[src/verilog/clock_pkg.sv]
/*
  shared types and constants of the 24-hour clock core
  TICK_DIV and SCAN_DIV are small so a simulation sees many ticks,
  scale them to the board clock before use in hardware
  reset time is 15:57:34
*/

package clock_pkg;

	// ------------------------------
	// field types
	// ------------------------------

	// binary field, hours 0..23, minutes and seconds 0..59
	typedef logic [7:0] bin_t;

	// two packed bcd digits, tens in [7:4]
	typedef logic [7:0] bcd_t;

	// one-hot digit select
	// bit 0 seconds units up to bit 5 hours tens
	typedef logic [5:0] sel_t;

	// active high segments, [6:0] = g..a, [7] = dp (unused, kept dark)
	typedef logic [7:0] seg_t;

	// ------------------------------
	// timing
	// ------------------------------

	// clock cycles per second tick
	localparam logic [31:0] TICK_DIV = 32'd10;

	// clock cycles each digit stays lit
	localparam logic [31:0] SCAN_DIV = 32'd4;

	// ------------------------------
	// time after reset
	// ------------------------------

	localparam bin_t RST_HOURS   = 8'd15;
	localparam bin_t RST_MINUTES = 8'd57;
	localparam bin_t RST_SECONDS = 8'd34;

endpackage
[src/verilog/clock_top.sv]
/*
  24-hour clock core for a six digit multiplexed display
  bcd readout follows a load by two cycles and a tick by one
  loaded time is not range checked, it must be a valid hh:mm:ss
  sel is zero for the first cycle after reset, seg is dark then
*/

`timescale 1ns/1ps

module clock_top (
	input  logic             clk,
	input  logic             rst_n,
	input  logic             set_en,
	input  clock_pkg::bin_t  set_hours,
	input  clock_pkg::bin_t  set_minutes,
	input  clock_pkg::bin_t  set_seconds,
	output clock_pkg::bcd_t  hour,
	output clock_pkg::bcd_t  minute,
	output clock_pkg::bcd_t  second,
	output clock_pkg::sel_t  sel,
	output clock_pkg::seg_t  seg
);

	// binary time from the counter
	clock_pkg::bin_t hours;
	clock_pkg::bin_t minutes;
	clock_pkg::bin_t seconds;

	// raw select, one cycle ahead of sel
	clock_pkg::sel_t scan_sel;

	time_counter u_time_counter (
		.clk         (clk),
		.rst_n       (rst_n),
		.set_en      (set_en),
		.set_hours   (set_hours),
		.set_minutes (set_minutes),
		.set_seconds (set_seconds),
		.hours       (hours),
		.minutes     (minutes),
		.seconds     (seconds)
	);

	digit_scan u_digit_scan (
		.clk      (clk),
		.rst_n    (rst_n),
		.scan_sel (scan_sel)
	);

	bin_to_bcd u_bin_to_bcd (
		.clk     (clk),
		.rst_n   (rst_n),
		.hours   (hours),
		.minutes (minutes),
		.seconds (seconds),
		.sel_in  (scan_sel),
		.hour    (hour),
		.minute  (minute),
		.second  (second),
		.sel_out (sel)
	);

	// decodes from the registered digits and the delayed select
	seg_decode u_seg_decode (
		.sel    (sel),
		.hour   (hour),
		.minute (minute),
		.second (second),
		.seg    (seg)
	);

endmodule

[src/verilog/seg_decode.sv]
/*
  seven-segment decoder for the selected digit, purely combinational
  segments are active high, dp stays off
  a zero or non one-hot select and nibbles 10..15 give a dark digit
*/

`timescale 1ns/1ps

module seg_decode (
	input  clock_pkg::sel_t  sel,
	input  clock_pkg::bcd_t  hour,
	input  clock_pkg::bcd_t  minute,
	input  clock_pkg::bcd_t  second,
	output clock_pkg::seg_t  seg
);

	logic [3:0] digit;

	// ------------------------------
	// digit pick
	// ------------------------------

	always_comb begin
		case (sel)
			6'b000001: digit = second[3:0];
			6'b000010: digit = second[7:4];
			6'b000100: digit = minute[3:0];
			6'b001000: digit = minute[7:4];
			6'b010000: digit = hour[3:0];
			6'b100000: digit = hour[7:4];
			// no digit lit, decodes dark below
			default:   digit = 4'hf;
		endcase
	end

	// ------------------------------
	// segment pattern, dp g f e d c b a
	// ------------------------------

	always_comb begin
		case (digit)
			4'd0:    seg = 8'h3f;
			4'd1:    seg = 8'h06;
			4'd2:    seg = 8'h5b;
			4'd3:    seg = 8'h4f;
			4'd4:    seg = 8'h66;
			4'd5:    seg = 8'h6d;
			4'd6:    seg = 8'h7d;
			4'd7:    seg = 8'h07;
			4'd8:    seg = 8'h7f;
			4'd9:    seg = 8'h6f;
			default: seg = 8'h00;
		endcase
	end

endmodule

[src/verilog/digit_scan.sv]
/*
  rotating one-hot select for the six display positions
  each position stays lit for SCAN_DIV cycles, seconds units first
*/

`timescale 1ns/1ps

module digit_scan (
	input  logic             clk,
	input  logic             rst_n,
	output clock_pkg::sel_t  scan_sel
);

	logic [31:0] dwell;
	logic        dwell_end;

	// last cycle on the current digit
	assign dwell_end = (dwell == clock_pkg::SCAN_DIV - 32'd1);

	always_ff @(posedge clk or negedge rst_n) begin
		if (!rst_n) begin
			dwell <= '0;
		end else if (dwell_end) begin
			dwell <= '0;
		end else begin
			dwell <= dwell + 32'd1;
		end
	end

	// rotate left, hours tens wraps back to seconds units
	always_ff @(posedge clk or negedge rst_n) begin
		if (!rst_n) begin
			scan_sel <= 6'b000001;
		end else if (dwell_end) begin
			scan_sel <= {scan_sel[4:0], scan_sel[5]};
		end
	end

endmodule

[src/verilog/bin_to_bcd.sv]
/*
  binary to bcd conversion of the three time fields
  a field is converted only when it differs from its held copy,
  so a steady time costs no switching in the adder stages
  readout follows a field change by one cycle, sel_out follows sel_in
  by one cycle to stay lined up with the registered digits
*/

`timescale 1ns/1ps

module bin_to_bcd (
	input  logic             clk,
	input  logic             rst_n,
	input  clock_pkg::bin_t  hours,
	input  clock_pkg::bin_t  minutes,
	input  clock_pkg::bin_t  seconds,
	input  clock_pkg::sel_t  sel_in,
	output clock_pkg::bcd_t  hour,
	output clock_pkg::bcd_t  minute,
	output clock_pkg::bcd_t  second,
	output clock_pkg::sel_t  sel_out
);

	// held copies of the last converted fields
	clock_pkg::bin_t hours_hold;
	clock_pkg::bin_t minutes_hold;
	clock_pkg::bin_t seconds_hold;

	// ------------------------------
	// shift and add 3
	// ------------------------------

	// nbits significant bits, msb first
	// the first three shifts cannot reach 5, so nbits-3 corrections act
	// 5 bits for hours (two steps), 6 bits for minutes and seconds (three)
	function automatic clock_pkg::bcd_t to_bcd(input clock_pkg::bin_t value,
	                                           input int unsigned nbits);
		clock_pkg::bcd_t acc;
		acc = '0;
		for (int i = 5; i >= 0; i--) begin
			if (i < nbits) begin
				// units nibble correction before each shift
				if (acc[3:0] > 4'd4) begin
					acc = acc + 8'd3;
				end
				acc = {acc[6:0], value[i]};
			end
		end
		return acc;
	endfunction

	// ------------------------------
	// change triggered registers
	// ------------------------------

	always_ff @(posedge clk or negedge rst_n) begin
		if (!rst_n) begin
			hours_hold   <= clock_pkg::RST_HOURS;
			minutes_hold <= clock_pkg::RST_MINUTES;
			seconds_hold <= clock_pkg::RST_SECONDS;
			hour         <= to_bcd(clock_pkg::RST_HOURS, 5);
			minute       <= to_bcd(clock_pkg::RST_MINUTES, 6);
			second       <= to_bcd(clock_pkg::RST_SECONDS, 6);
		end else begin
			if (hours != hours_hold) begin
				hours_hold <= hours;
				hour       <= to_bcd(hours, 5);
			end
			if (minutes != minutes_hold) begin
				minutes_hold <= minutes;
				minute       <= to_bcd(minutes, 6);
			end
			if (seconds != seconds_hold) begin
				seconds_hold <= seconds;
				second       <= to_bcd(seconds, 6);
			end
		end
	end

	// select delayed to match the digit registers
	always_ff @(posedge clk or negedge rst_n) begin
		if (!rst_n) begin
			sel_out <= '0;
		end else begin
			sel_out <= sel_in;
		end
	end

endmodule

[src/verilog/time_counter.sv]
/*
  second prescaler and cascaded hh:mm:ss counters
  set_en is a one-cycle strobe and wins over a tick in the same cycle
  loaded values are not range checked, hours must be 0..23 and
  minutes and seconds 0..59, or the counters run out of their range
*/

`timescale 1ns/1ps

module time_counter (
	input  logic             clk,
	input  logic             rst_n,
	input  logic             set_en,
	input  clock_pkg::bin_t  set_hours,
	input  clock_pkg::bin_t  set_minutes,
	input  clock_pkg::bin_t  set_seconds,
	output clock_pkg::bin_t  hours,
	output clock_pkg::bin_t  minutes,
	output clock_pkg::bin_t  seconds
);

	logic [31:0] presc;
	logic        tick;
	logic        sec_wrap;
	logic        min_wrap;

	// ------------------------------
	// prescaler
	// ------------------------------

	// tick in the last cycle of each second
	assign tick = (presc == clock_pkg::TICK_DIV - 32'd1);

	always_ff @(posedge clk or negedge rst_n) begin
		if (!rst_n) begin
			presc <= '0;
		end else if (set_en) begin
			// a load restarts the second
			presc <= '0;
		end else if (tick) begin
			presc <= '0;
		end else begin
			presc <= presc + 32'd1;
		end
	end

	// ------------------------------
	// hh:mm:ss
	// ------------------------------

	// carry conditions
	assign sec_wrap = (seconds == 8'd59);
	assign min_wrap = (minutes == 8'd59);

	always_ff @(posedge clk or negedge rst_n) begin
		if (!rst_n) begin
			hours   <= clock_pkg::RST_HOURS;
			minutes <= clock_pkg::RST_MINUTES;
			seconds <= clock_pkg::RST_SECONDS;
		end else if (set_en) begin
			hours   <= set_hours;
			minutes <= set_minutes;
			seconds <= set_seconds;
		end else if (tick) begin
			if (sec_wrap) begin
				seconds <= '0;
				if (min_wrap) begin
					minutes <= '0;
					// 23 -> 00, midnight
					if (hours == 8'd23) begin
						hours <= '0;
					end else begin
						hours <= hours + 8'd1;
					end
				end else begin
					minutes <= minutes + 8'd1;
				end
			end else begin
				seconds <= seconds + 8'd1;
			end
		end
	end

endmodule

[config.mk]
export PLATFORM = sky130hd
export DESIGN_NAME = clock_top
export DESIGN_NICKNAME = d
export VERILOG_FILES = /design/src/verilog/clock_pkg.sv /design/src/verilog/clock_top.sv /design/src/verilog/seg_decode.sv /design/src/verilog/digit_scan.sv /design/src/verilog/bin_to_bcd.sv /design/src/verilog/time_counter.sv
export SDC_FILE = /design/constraint.sdc
export NUM_CORES = 1
export LEC_CHECK = 0
export ABC_AREA = 1
export BUFFER_PORTS_ARGS = -buffer_cell sky130_fd_sc_hd__buf_2
export CORE_ASPECT_RATIO = 0.9
export CORE_MARGIN = 8
export CORE_UTILIZATION = 25
export DETAILED_ROUTE_END_ITERATION = 8
export GPL_ROUTABILITY_DRIVEN = 0
export GPL_TIMING_DRIVEN = 0
export HOLD_SLACK_MARGIN = 0.06
export PLACE_DENSITY = 0.38
export SYNTH_ARGS = -nofsm -noshare
export SYNTH_HDL_FRONTEND = slang
export SYNTH_HIERARCHICAL = 1
export SYNTH_SLANG_ARGS = --single-unit
[constraint.sdc]
create_clock -name clk -period 2.4 [get_ports clk]
set_input_delay 0.12 -clock clk [delete_from_list [all_inputs] [get_ports clk]]
set_output_delay 0.12 -clock clk [all_outputs]
set_load 0.1 [all_outputs]
==> results.cfg <==
[power]
power_uw = 8350
leakagePower_uw = 0.00561
p_per_area_nw_per_um2 = 724
peakVddDrop_v = 0.000516

[route]
drt_wl_total_mm = 26.4
ant_nets = 0
wire_per_inst_um = 13.5
vias = 8268
first_iter_violations = 466
drc_errors = 0
drt_pass1_iterations = 4
via_per_inst = 4.24

[flow_run]
drv_cap = 0

[global_routing]
grt.busiest_layer = met2
grt.total_usage_pct = 12.5
grt_use_met2_pct = 20.4
grt_pass1_vias = 8175
antenna_found_initial = 0
overflow = 0
grtUsageMet3_pct = 2.30
grt_start_max_net_pins = 87
use_met1_pct = 17.0
grt_pass1_wl_mm = 43.5

[logic_synthesis]
syn-instance-count = 1337
async_reset_ff_share_pct = 100
synth_edf_count = 0
synthTopCellsByArea = dfrtp_1 (30%), nand2_1 (17%), dfstp_2 (8.4%)
yosys.area.top_type_share_pct = 30.4
yosysUniqueCellTypes = 44
synthesis.nets = 1384
ys_ff_latch = 144
postSynthAreaPerCell_um2 = 7.02
netlist_area_um2 = 9380
yosysWarnings = 6
synthFlopType = dfrtp_1
yosysTopAreaCell = dfrtp_1
synth-seq-area-share_pct = 38.8

[setup_path]
max_stage_delay_ns = 0.50
crit_path_end_kind = output pin
path_cells = nor2_4 -> buf_6 -> nand4_1 -> o21ai_1 -> inv_1 -> nand2_2 -> nor2_4 -> buf_6 -> ha_4 -> inv_2 -> nand4_1 -> nand2_1 -> nand2_2 -> nand2_8 -> buf_12
cp.arrival_ns = 2.55
cp_num_buf_inv = 5
start_kind = flop
worstPathMaxFanout = 8
worst-endpoint-required_ns = 2.28
critPathKind = flop to output pin
slowest_stage = dfrtp_4
critPathTopFamily = simple AND/OR/NAND/NOR gates

[run_status]
status = finished, violations left
violations = negative setup slack

[sta]
worst_slack_ns = -0.266
setup_viol = 7
fin_crit_ns = 2.67
post-route-period-util_pct = 111
slew_headroom_pct = 56.6
max_freq_mhz = 375
slew_violations = 0
clock_skew_ns = 0.00919
tightest_slew_ns = 0.646
hold_violations = 0
rsz0062_at_grt = true

[die]
start_util_pct = 25.3
dieArea_um2 = 44000
core_um2 = 37100
rows = 67
die_h_um = 200
die_w_um = 220
io_pins = 65

[min_path]
hold_path_class = input port to flop

[clocking]
insertion_delay_ns = 0.43
cts_sinks = 144
htree_num_levels = 4
numCtsBuffers = 17
clkSlewWorstSetupHoldPaths_ns = 0.06
clock_path_buffers = 2
cts-root-buf = clkbuf_16
cts_tree = yes

[final_layout]
drive_above_1_share_pct = 19.3
mostFrequentLayoutCells = nand2_1 (405), nor2_1 (178), inv_1 (149)
antennaDiodeCount = 0
final_util_pct = 31.0
final_cells = 1952
layout_commonest_cell = nand2_1
layout.nets = 1503
area_growth_pct = 22.8
design_area_um2 = 11500

[placement]
dp.final_hpwl_mm = 20.2
placed_cell_area_um2 = 10400
dp.cells = 1883
numPortBuffers = 62
state kept, by name, indices dropped and copies added (netlist names):
signal and count:
u_bin_to_bcd/hour 6, u_bin_to_bcd/hours_hold 8, u_bin_to_bcd/minute 8, u_bin_to_bcd/minutes_hold 7, u_bin_to_bcd/second 8, u_bin_to_bcd/seconds_hold 7, u_bin_to_bcd/sel_out 6, u_digit_scan/dwell 32
u_digit_scan/scan_sel 6, u_time_counter/hours 8, u_time_counter/minutes 8, u_time_counter/presc 32, u_time_counter/seconds 8
cell usage after synthesis, drive strengths merged, types with 3 or more instances:
| library cell | n |
|---|---|
| o21ai | 47 |
| buf | 18 |
| inv | 167 |
| nand2 | 454 |
| nor2 | 202 |
| xnor2 | 22 |
| nand3 | 114 |
| nand4 | 34 |
| and2 | 3 |
| or2 | 7 |
| xor2 | 35 |
| a21oi | 7 |
| dfstp | 30 |
| clkbuf | 27 |
| ha | 20 |
| dfrtp | 114 |
| nor3 | 22 |
worst register-to-register path, cell delays in order, from the launching register on:
cell	delay, ns
dfstp_2	0.56
inv_1	0.07
ha_1	0.27
nand2_1	0.08
nand2_2	0.08
inv_2	0.08
nand2_4	0.07
nand2_2	0.09
nand2_1	0.07
and2_1	0.18
ha_1	0.18
inv_1	0.06
nand3_2	0.09
nand2_4	0.09
nand2_1	0.05
nand3_1	0.07
nand2_1	0.05
layout make-up:
type | instances | area [um2]
timing repair buffer | 100 | 803
buffer | 45 | 230
multi-input combinational | 979 | 5020
inverter | 169 | 639
tap | 483 | 604
fill | 4070 | 25600
sequential | 144 | 3670
clock inverter | 12 | 111
clock buffer | 20 | 447
per-layer routing:
layer / up-vias / wire length, um / part of all wire, %
met3: 10 / 881 / 3.3
met4: 0 / 189 / 0.72
met1: 3782 / 13400 / 51
met5: - / 0 / 0
met2: 105 / 12000 / 45
li1: 4371 / - / -
stage by stage:
stage	setup TNS [ns]	setup WS, ns	hold slack, ns
2_1_floorplan	-0.0312	-0.0312	-0.176
3_3_place_gp	-159.91	-1.86	0.385
3_5_place_dp	-1.24	-0.334	0.0964
4_1_cts	-1.73	-0.324	0.0631
5_1_grt	-2.57	-0.430	0.107
6_report	-1.46	-0.266	0.0609
cells by family (layout without fill, tap and decap cells):
group | after synthesis | count (layout) | synth area share (%)
AND/OR/NAND/NOR | 840 | 840 | 40.3
XOR/XNOR | 57 | 57 | 5.32
buffers and inverters | 214 | 346 | 9.23
adder cells (fa/ha/maj) | 20 | 20 | 2.67
AO/OA/AOI/OAI | 60 | 60 | 3.61
flip-flops | 144 | 144 | 38.8
other | 2 | 2 | 0.0801
worst paths after layout:
check	from	endpoint	slack, ns	cells after the start
setup / recovery	u_bin_to_bcd/sel_out[4]	seg[3]	-0.27	15
hold reg to reg	u_digit_scan/scan_sel[2]	u_bin_to_bcd/sel_out[2]	0.40	0
setup reg to reg	u_time_counter/minutes[4]	u_bin_to_bcd/minute[3]	0.16	16
hold / removal	set_hours[5]	u_time_counter/hours[5]	0.06	5
max in group asynchronous	rst_n	u_bin_to_bcd/sel_out[4]	1.34	3
min in group asynchronous	rst_n	u_time_counter/presc[29]	0.21	2
power breakdown:
part | internal (uW) | switching (uW) | total, uW
registers | 2790 | 334 | 3130
logic | 668 | 1980 | 2640
clock network | 1460 | 1120 | 2580
timing repair:
item	in CTS	in global routing
hold buffers	21	0
buffers inserted	10	6
resized for setup	51	11
pin swaps	14	12
setup endpoints to repair	10	17
endpoints found under the hold margin	78	0
Power figures use the tool's default switching activity.
